[src/otp_part_defines.svh]
////////////////////
// OTP partition geometry and widths
////////////////////

`ifndef OTP_PART_DEFINES_SVH
`define OTP_PART_DEFINES_SVH

// Partition placement in the OTP byte space
`define OTP_PART_OFFSET 64
// Partition size in bytes, digest included
`define OTP_PART_SIZE 256

// OTP byte address width
`define OTP_BYTE_ADDR_W 11
// Byte to halfword address shift
`define OTP_ADDR_SHIFT 1
// OTP halfword address width
`define OTP_ADDR_W 10
// Native OTP word width
`define OTP_WORD_W 16
// Number of native words per access, minus one
`define OTP_SIZE_W 2

// Bus window word address width
`define SW_ADDR_W 9
// Digest and OTP read block width
`define DIGEST_W 64

`endif

[src/otp_part_pkg.sv]
////////////////////
// OTP partition types
////////////////////

`include "otp_part_defines.svh"

package otp_part_pkg;

  // Partition and macro error codes
  typedef enum logic [2:0] {
    NoError             = 3'h0,
    MacroError          = 3'h1,
    MacroEccCorrError   = 3'h2,
    MacroEccUncorrError = 3'h3,
    AccessError         = 3'h4,
    FsmStateError       = 3'h5
  } otp_err_e;

  // OTP macro opcodes, only Read is issued here
  typedef enum logic {
    Read    = 1'b0,
    ReadRaw = 1'b1
  } otp_cmd_e;

  // Partition FSM states
  typedef enum logic [2:0] {
    ResetSt,
    InitSt,
    InitWaitSt,
    IdleSt,
    ReadSt,
    ReadWaitSt,
    ErrorSt
  } part_state_e;

  // OTP address source
  typedef enum logic {
    DigestAddrSel = 1'b0,
    DataAddrSel   = 1'b1
  } addr_sel_e;

  typedef struct packed {
    logic read_lock;
    logic write_lock;
  } part_access_t;

  // Command towards the OTP macro
  typedef struct packed {
    logic                     req;
    otp_cmd_e                 cmd;
    logic [`OTP_SIZE_W-1:0]   size;
    logic [`OTP_ADDR_W-1:0]   addr;
  } otp_req_t;

  // Response from the OTP macro
  typedef struct packed {
    logic                   gnt;
    logic                   rvalid;
    logic [`DIGEST_W-1:0]   rdata;
    otp_err_e               err;
  } otp_rsp_t;

  // Response towards the bus adapter
  typedef struct packed {
    logic        gnt;
    logic        rvalid;
    logic [1:0]  rerror;
    logic [31:0] rdata;
  } tl_rsp_t;

endpackage

[src/otp_part_addr.sv]
////////////////////
// Partition address unit
////////////////////

`timescale 1ns/1ps

`include "otp_part_defines.svh"

module otp_part_addr (
  input  logic                          clk_i,
  input  logic                          rst_ni,
  input  logic [`SW_ADDR_W-1:0]         tl_addr_i,
  input  logic                          gnt_i,
  input  otp_part_pkg::addr_sel_e       addr_sel_i,
  output logic                          in_range_o,
  output logic [`OTP_ADDR_W-1:0]        otp_addr_o,
  output logic [`OTP_SIZE_W-1:0]        otp_size_o
);

  localparam int ByteW = `OTP_BYTE_ADDR_W;
  localparam int SizeW = `OTP_SIZE_W;

  // Partition bounds in bytes, one extra bit so the end fits
  localparam int unsigned PartOffsetInt = `OTP_PART_OFFSET;
  localparam int unsigned PartEndInt    = `OTP_PART_OFFSET + `OTP_PART_SIZE;
  // Digest sits in the last block of the partition
  localparam int unsigned DigestOffInt  = PartEndInt - `DIGEST_W / 8;
  // Native words per access minus one
  localparam int unsigned DigestSizeInt = `DIGEST_W / `OTP_WORD_W - 1;
  localparam int unsigned DataSizeInt   = 32 / `OTP_WORD_W - 1;

  localparam logic [ByteW:0]   PartOffset   = PartOffsetInt[ByteW:0];
  localparam logic [ByteW:0]   PartEnd      = PartEndInt[ByteW:0];
  localparam logic [ByteW-1:0] DigestOffset = DigestOffInt[ByteW-1:0];
  localparam logic [SizeW-1:0] DigestSize   = DigestSizeInt[SizeW-1:0];
  localparam logic [SizeW-1:0] DataSize     = DataSizeInt[SizeW-1:0];

  logic [`SW_ADDR_W-1:0] addr_q;
  logic [ByteW-1:0]      byte_addr;
  logic [ByteW-1:0]      addr_calc;

  // Word address captured with the bus grant
  always_ff @(posedge clk_i or negedge rst_ni) begin
    if (!rst_ni) begin
      addr_q <= '0;
    end else if (gnt_i) begin
      addr_q <= tl_addr_i;
    end
  end

  // Bus window is word addressed
  assign byte_addr = {addr_q, 2'b00};

  // Lower bound inclusive, end exclusive
  assign in_range_o = ({1'b0, byte_addr} >= PartOffset) &&
                      ({1'b0, byte_addr} < PartEnd);

  always_comb begin
    if (addr_sel_i == otp_part_pkg::DigestAddrSel) begin
      addr_calc  = DigestOffset;
      otp_size_o = DigestSize;
    end else begin
      addr_calc  = byte_addr;
      otp_size_o = DataSize;
    end
  end

  // OTP works on 16 bit halfwords
  assign otp_addr_o = addr_calc[ByteW-1:`OTP_ADDR_SHIFT];

endmodule

[src/otp_part_lock.sv]
////////////////////
// Digest register and locks
////////////////////

`timescale 1ns/1ps

`include "otp_part_defines.svh"

module otp_part_lock (
  input  logic                          clk_i,
  input  logic                          rst_ni,
  input  logic                          digest_we_i,
  input  logic [`DIGEST_W-1:0]          rdata_i,
  input  logic                          init_done_i,
  input  otp_part_pkg::part_access_t    access_i,
  output logic [`DIGEST_W-1:0]          digest_o,
  output otp_part_pkg::part_access_t    access_o
);

  logic [`DIGEST_W-1:0] digest_q;
  logic                 init_locked;
  logic                 digest_locked;

  ////////////////////
  // Digest register
  ////////////////////

  // Loaded once from the init read
  always_ff @(posedge clk_i or negedge rst_ni) begin
    if (!rst_ni) begin
      digest_q <= '0;
    end else if (digest_we_i) begin
      digest_q <= rdata_i;
    end
  end

  assign digest_o = digest_q;

  ////////////////////
  // Access control
  ////////////////////

  // Locked until the digest has been read out
  assign init_locked = ~init_done_i;

  // A programmed digest seals the partition
  assign digest_locked = |digest_q;

  // Software lock is only ever tightened here
  always_comb begin
    access_o.read_lock  = access_i.read_lock | init_locked | digest_locked;
    access_o.write_lock = access_i.write_lock | init_locked | digest_locked;
  end

endmodule

[src/otp_part_fsm.sv]
////////////////////
// Partition FSM
////////////////////

`timescale 1ns/1ps

module otp_part_fsm (
  input  logic                        clk_i,
  input  logic                        rst_ni,
  input  logic                        init_req_i,
  input  logic                        escalate_en_i,
  input  logic                        tl_req_i,
  input  otp_part_pkg::otp_rsp_t      otp_rsp_i,
  input  logic                        in_range_i,
  input  logic                        read_lock_i,
  output logic                        otp_req_o,
  output otp_part_pkg::otp_cmd_e      otp_cmd_o,
  output otp_part_pkg::addr_sel_e     addr_sel_o,
  output otp_part_pkg::tl_rsp_t       tl_rsp_o,
  output logic                        gnt_o,
  output logic                        digest_we_o,
  output logic                        init_done_o,
  output otp_part_pkg::otp_err_e      error_o,
  output logic                        fsm_err_o
);

  otp_part_pkg::part_state_e state_d, state_q;
  otp_part_pkg::otp_err_e    error_d, error_q;
  logic                      otp_ok;
  // Bus error still owed in ErrorSt
  logic                      pend_err_d, pend_err_q;

  // Integrity is always on for this partition
  assign otp_cmd_o = otp_part_pkg::Read;
  assign error_o   = error_q;
  assign gnt_o     = tl_rsp_o.gnt;

  // Only correctable ECC errors are survivable
  assign otp_ok = otp_rsp_i.err inside {otp_part_pkg::NoError,
                                        otp_part_pkg::MacroEccCorrError};

  always_comb begin
    state_d     = state_q;
    error_d     = error_q;
    pend_err_d  = 1'b0;
    otp_req_o   = 1'b0;
    addr_sel_o  = otp_part_pkg::DigestAddrSel;
    tl_rsp_o    = '0;
    digest_we_o = 1'b0;
    init_done_o = 1'b0;
    fsm_err_o   = 1'b0;

    unique case (state_q)
      // Wait for the init pulse
      otp_part_pkg::ResetSt: begin
        if (init_req_i) begin
          state_d = otp_part_pkg::InitSt;
        end
      end
      // Digest read, hold req until granted
      otp_part_pkg::InitSt: begin
        otp_req_o = 1'b1;
        if (otp_rsp_i.gnt) begin
          state_d = otp_part_pkg::InitWaitSt;
        end
      end
      // Capture digest, fatal errors are terminal
      otp_part_pkg::InitWaitSt: begin
        if (otp_rsp_i.rvalid) begin
          digest_we_o = 1'b1;
          if (otp_ok) begin
            state_d = otp_part_pkg::IdleSt;
            if (otp_rsp_i.err != otp_part_pkg::NoError) begin
              error_d = otp_part_pkg::MacroEccCorrError;
            end
          end else begin
            state_d = otp_part_pkg::ErrorSt;
            error_d = otp_rsp_i.err;
          end
        end
      end
      // Grant bus requests, soft errors are cleared here
      otp_part_pkg::IdleSt: begin
        init_done_o = 1'b1;
        if (tl_req_i) begin
          tl_rsp_o.gnt = 1'b1;
          error_d      = otp_part_pkg::NoError;
          state_d      = otp_part_pkg::ReadSt;
        end
      end
      // Bounds and lock check, then issue the OTP read
      otp_part_pkg::ReadSt: begin
        init_done_o = 1'b1;
        if (in_range_i && !read_lock_i) begin
          otp_req_o  = 1'b1;
          addr_sel_o = otp_part_pkg::DataAddrSel;
          if (otp_rsp_i.gnt) begin
            state_d = otp_part_pkg::ReadWaitSt;
          end
        end else begin
          // Bus error only, partition stays usable
          tl_rsp_o.rvalid = 1'b1;
          tl_rsp_o.rerror = 2'b11;
          error_d         = otp_part_pkg::AccessError;
          state_d         = otp_part_pkg::IdleSt;
        end
      end
      // Forward the OTP response to the bus
      otp_part_pkg::ReadWaitSt: begin
        init_done_o = 1'b1;
        if (otp_rsp_i.rvalid) begin
          tl_rsp_o.rvalid = 1'b1;
          if (otp_ok) begin
            state_d = otp_part_pkg::IdleSt;
            if (otp_rsp_i.err != otp_part_pkg::NoError) begin
              error_d = otp_part_pkg::MacroEccCorrError;
            end
          end else begin
            tl_rsp_o.rerror = 2'b11;
            error_d         = otp_rsp_i.err;
            state_d         = otp_part_pkg::ErrorSt;
          end
        end
      end
      // Terminal, every request gets a bus error
      otp_part_pkg::ErrorSt: begin
        if (error_q == otp_part_pkg::NoError) begin
          error_d = otp_part_pkg::FsmStateError;
        end
        if (pend_err_q) begin
          tl_rsp_o.rvalid = 1'b1;
          tl_rsp_o.rerror = 2'b11;
        end else if (tl_req_i) begin
          tl_rsp_o.gnt = 1'b1;
          pend_err_d   = 1'b1;
        end
      end
      // Unreachable encoding
      default: begin
        state_d   = otp_part_pkg::ErrorSt;
        fsm_err_o = 1'b1;
      end
    endcase

    // Escalation overrides everything
    if (escalate_en_i) begin
      state_d   = otp_part_pkg::ErrorSt;
      fsm_err_o = 1'b1;
      if (error_q == otp_part_pkg::NoError) begin
        error_d = otp_part_pkg::FsmStateError;
      end
    end
  end

  always_ff @(posedge clk_i or negedge rst_ni) begin
    if (!rst_ni) begin
      state_q    <= otp_part_pkg::ResetSt;
      error_q    <= otp_part_pkg::NoError;
      pend_err_q <= 1'b0;
    end else begin
      state_q    <= state_d;
      error_q    <= error_d;
      pend_err_q <= pend_err_d;
    end
  end

endmodule

[src/otp_part_unbuf.sv]
////////////////////
// Unbuffered OTP partition
////////////////////

`timescale 1ns/1ps

`include "otp_part_defines.svh"

module otp_part_unbuf (
  input  logic                          clk_i,
  input  logic                          rst_ni,
  input  logic                          init_req_i,
  input  logic                          escalate_en_i,
  input  otp_part_pkg::part_access_t    access_i,
  input  logic                          tl_req_i,
  input  logic [`SW_ADDR_W-1:0]         tl_addr_i,
  input  otp_part_pkg::otp_rsp_t        otp_i,
  output logic                          init_done_o,
  output otp_part_pkg::otp_err_e        error_o,
  output logic                          fsm_err_o,
  output otp_part_pkg::part_access_t    access_o,
  output logic [`DIGEST_W-1:0]          digest_o,
  output otp_part_pkg::tl_rsp_t         tl_rsp_o,
  output otp_part_pkg::otp_req_t        otp_o
);

  logic                       gnt;
  logic                       in_range;
  logic                       digest_we;
  otp_part_pkg::addr_sel_e    addr_sel;
  otp_part_pkg::tl_rsp_t      fsm_rsp;
  logic                       otp_req;
  otp_part_pkg::otp_cmd_e     otp_cmd;
  logic [`OTP_ADDR_W-1:0]     otp_addr;
  logic [`OTP_SIZE_W-1:0]     otp_size;

  // Bounds check and OTP address
  otp_part_addr u_addr (
    .clk_i      (clk_i),
    .rst_ni     (rst_ni),
    .tl_addr_i  (tl_addr_i),
    .gnt_i      (gnt),
    .addr_sel_i (addr_sel),
    .in_range_o (in_range),
    .otp_addr_o (otp_addr),
    .otp_size_o (otp_size)
  );

  // Digest register and lock merge
  otp_part_lock u_lock (
    .clk_i       (clk_i),
    .rst_ni      (rst_ni),
    .digest_we_i (digest_we),
    .rdata_i     (otp_i.rdata),
    .init_done_i (init_done_o),
    .access_i    (access_i),
    .digest_o    (digest_o),
    .access_o    (access_o)
  );

  otp_part_fsm u_fsm (
    .clk_i         (clk_i),
    .rst_ni        (rst_ni),
    .init_req_i    (init_req_i),
    .escalate_en_i (escalate_en_i),
    .tl_req_i      (tl_req_i),
    .otp_rsp_i     (otp_i),
    .in_range_i    (in_range),
    .read_lock_i   (access_o.read_lock),
    .otp_req_o     (otp_req),
    .otp_cmd_o     (otp_cmd),
    .addr_sel_o    (addr_sel),
    .tl_rsp_o      (fsm_rsp),
    .gnt_o         (gnt),
    .digest_we_o   (digest_we),
    .init_done_o   (init_done_o),
    .error_o       (error_o),
    .fsm_err_o     (fsm_err_o)
  );

  assign otp_o = '{req: otp_req, cmd: otp_cmd, size: otp_size, addr: otp_addr};

  // Strobes from the FSM, data only on a clean response
  always_comb begin
    tl_rsp_o       = fsm_rsp;
    tl_rsp_o.rdata = (fsm_rsp.rvalid && fsm_rsp.rerror == 2'b00) ? otp_i.rdata[31:0] : '0;
  end

endmodule

[config.mk]
export PLATFORM = sky130hd
export DESIGN_NAME = otp_part_unbuf
export DESIGN_NICKNAME = d
export VERILOG_FILES = /design/src/otp_part_pkg.sv /design/src/otp_part_addr.sv /design/src/otp_part_lock.sv /design/src/otp_part_fsm.sv /design/src/otp_part_unbuf.sv
export VERILOG_INCLUDE_DIRS = /design/src
export SDC_FILE = /design/constraint.sdc
export NUM_CORES = 1
export LEC_CHECK = 0
export ABC_CLOCK_PERIOD_IN_PS = 2500
export BUFFER_PORTS_ARGS = -buffer_cell sky130_fd_sc_hd__buf_2
export CAP_MARGIN = 20
export CORE_MARGIN = 1
export CORE_UTILIZATION = 30
export CTS_CLUSTER_SIZE = 25
export DETAILED_ROUTE_END_ITERATION = 8
export HOLD_SLACK_MARGIN = 0.03
export PLACE_DENSITY = 0.64
export SLEW_MARGIN = 20
export SYNTH_ARGS = -nofsm -noshare
export SYNTH_HDL_FRONTEND = slang
export SYNTH_SLANG_ARGS = --single-unit
[constraint.sdc]
create_clock -name clk_i -period 2.5 [get_ports clk_i]
set_clock_uncertainty 0.05 [all_clocks]
set_input_delay 0.25 -clock clk_i [delete_from_list [all_inputs] [get_ports clk_i]]
set_output_delay 0.25 -clock clk_i [all_outputs]
set_load 0.1 [all_outputs]
==> results.ini <==
[drt]
routed_via_density=4.79
drc=0
first_pass_iters=4
wire_per_inst_um=16.1
initialDrtViolationCount=114
num_vias=3462
drt-total-wl_um=11600
ant_nets=0

[setup_path]
crit_required_ns=2.20
crit_fanout=4
worst_setup_path_start_kind=flip-flop
crit_path_end_kind=output pin
worst_ep_arrival_time_ns=2.39
crit_type=reg -> out

[logic_synthesis]
synthTopCellsByArea=dfrtp_1 (51%), mux2_2 (20%), and2_1 (5.2%)
synth_seq_cells=80
synth_most_common_cell=dfrtp_1
synth_ff_type=dfrtp_1
synth_top_area_share_pct=50.6
synth_top_area_cell=dfrtp_1
ys_types=43
netlist_instances=336
ys_async_sr_fraction_pct=100
avgSynthCellArea_um2=11.8
yosys_warnings=0
synthesis.area_um2=3950
synth_edf_count=0
synth_common_cells=dfrtp_1 (80), mux2_2 (70), and2_1 (33)
synth_seq_area_share_pct=50.6

[clock_tree]
numCtsBuffers=9
cts-root-buf=clkbuf_16
htree_levels=3
clk_pin_slew_ns=0.07
clock_sinks=80
clockBufferDepth=2
cts_tree=built
clock_latency_ns=0.33

[finish]
finish.utilization_pct=51.0
finalNetCount=631
area_delta_synth_final_pct=64.2
drive_above_1_share_pct=72.6
n_antenna_cell=0
fin_cells=723

[placement]
place_inst=701
routabilityCongestion=0.836
dp_hpwl_um=8920
numPortBuffers=200

[run]
max_cap_viol_count=0

[grt]
grt_pass1_wl_um=18200
grt_pass1_vias=3588
grt_max_degree=65
grt.total_usage_pct=17.6
grt_overflow_total=0
antenna_found_initial=0

[sta]
finalSetupTns_ns=-1.88
fin_crit_ns=2.69
worst_pin_slew_ns=0.511
setup_slack_ns=-0.185
grt_setup_unrepaired=yes
hold_viol_final=0
finalMaxSlewViolations=0
hold_ws_ns=0.0756
fin_crit_sh_pct=107
setup_viol=14
fmax_mhz=372
relSlewSlack_pct=66.2

[floorplan]
fp.dieW_um=117
coreArea_um2=12700
dieArea_um2=13600
num_rows=41
die-height_um=117
pin_count=206
start_util_pct=31.1

[worst_hold_path]
min_path_type=in -> reg

[power_and_ir_drop]
p_sw_mw=1.93
worst_ir_drop_vdd_mv=0.453
total_power_mw=4.56
swShare_pct=42.2
combinationalPowerShare_pct=35.4
power_frac_clock_pct=29.3
p_leak_nw=3.09
power_density_nw_per_um2=703
seqPwrFrac_pct=35.3
p_int_mw=2.64

[outcome]
violations=setup timing
status=finished, violations left

==> path summary, 6_finish.rpt <==
kind / start / depth (start not counted) / slack (ns) / endpoint
min in group asynchronous: rst_ni / 2 / 0.36 / u_lock.digest_o[46]
hold reg to reg: u_fsm.pend_err_q / 1 / 0.42 / u_fsm.pend_err_q
setup reg to reg: u_lock.digest_o[17] / 9 / 0.31 / u_fsm.state_q[1]
hold / removal: tl_addr_i[4] / 3 / 0.08 / u_addr.addr_q[4]
setup / recovery: u_lock.digest_o[17] / 8 / -0.19 / otp_o[13]
max in group asynchronous: rst_ni / 3 / 1.39 / u_lock.digest_o[29]
==> sequential cells by signal, indices dropped and copies added, names as in the netlist <==
name	cells
u_lock.digest_o	64
u_fsm.state_q	3
u_addr.addr_q	9
u_fsm.pend_err_q	1
u_fsm.error_o	3
==> layout by cell type, fill, tap and decap left out, types with 4 or more instances in the layout <==
| master | n |
|---|---|
| a21oi_1 | 8 |
| clkbuf_16 | 9 |
| buf_2 | 152 |
| nand3_1 | 4 |
| or2_4 | 7 |
| buf_4 | 18 |
| o21ai_0 | 12 |
| and2_1 | 32 |
| nor2_1 | 6 |
| dfrtp_1 | 15 |
| nor4_1 | 9 |
| nor4_4 | 6 |
| nand2_1 | 12 |
| dfrtp_4 | 18 |
| mux2_2 | 70 |
| nor2_4 | 4 |
| nand4_1 | 6 |
| buf_12 | 48 |
| inv_1 | 8 |
| nor2b_1 | 4 |
| conb_1 | 5 |
| dfrtp_2 | 47 |
==> worst max-delay path: stages (launching register included) <==
cell and delay [ns]:
dfrtp_4 0.50, nor4_4 0.32, nand4_1 0.13, buf_4 0.17, nor4_4 0.25, buf_4 0.18
and3_4 0.20, o2bb2ai_4 0.12, buf_12 0.19
==> kinds of logic (layout without fill, tap and decap cells) <==
family,Yosys count,count (layout),synth area share [%]
buffers and inverters,34,246,5.89
flip-flops,80,80,50.6
AO/OA/AOI/OAI,36,36,5.79
AND/OR/NAND/NOR,113,113,17.3
multiplexers,71,71,20.2
other,2,5,0.190
==> power by group through the flow <==
stage | Combinational, mW | Clock (mW) | Sequential (mW)
after floorplan | 0.328 | 0 | 2.47
after global placement | 1.54 | 0 | 1.60
after detailed placement | 1.55 | 0 | 1.61
after CTS | 1.60 | 1.37 | 1.61
after global routing | 1.68 | 1.42 | 1.63
final | 1.61 | 1.34 | 1.61
==> metal layers <==
layer  vias to the layer above  wire length [µm]  global-route usage [%]
met4                         0               207                    5.91
met3                        16               963                    5.20
met2                       146              5990                    31.0
li1                       1600                 -                       -
met5                         -                 0                       0
met1                      1700              4490                    20.4
==> stage by stage <==
stage	instance area, µm²	worst slack [ns]
finish	6490	-0.185
global route	6490	-0.286
CTS	6370	-0.216
detailed placement	5860	-0.168
global placement	5860	-0.145
floorplan	4140	-0.348
==> area by class of cell <==
type	count	area (µm²)
clock inverter	7	78.8
fill	1151	6230
sequential	80	2130
multi-input combinational	225	1910
clock buffer	9	225
timing repair buffer	222	1900
tap	172	215
inverter	8	30.0
==> repair_timing <==
action / 4_1_cts / 5_1_grt
endpoints found under the setup margin: 14 / 46
endpoints found under the hold margin: 34 / 0
hold buffers: 1 / 0
buffers inserted: 3 / 3
pin swaps: 6 / 7
resized for setup: 39 / 23
Power figures use the tool's default switching activity.
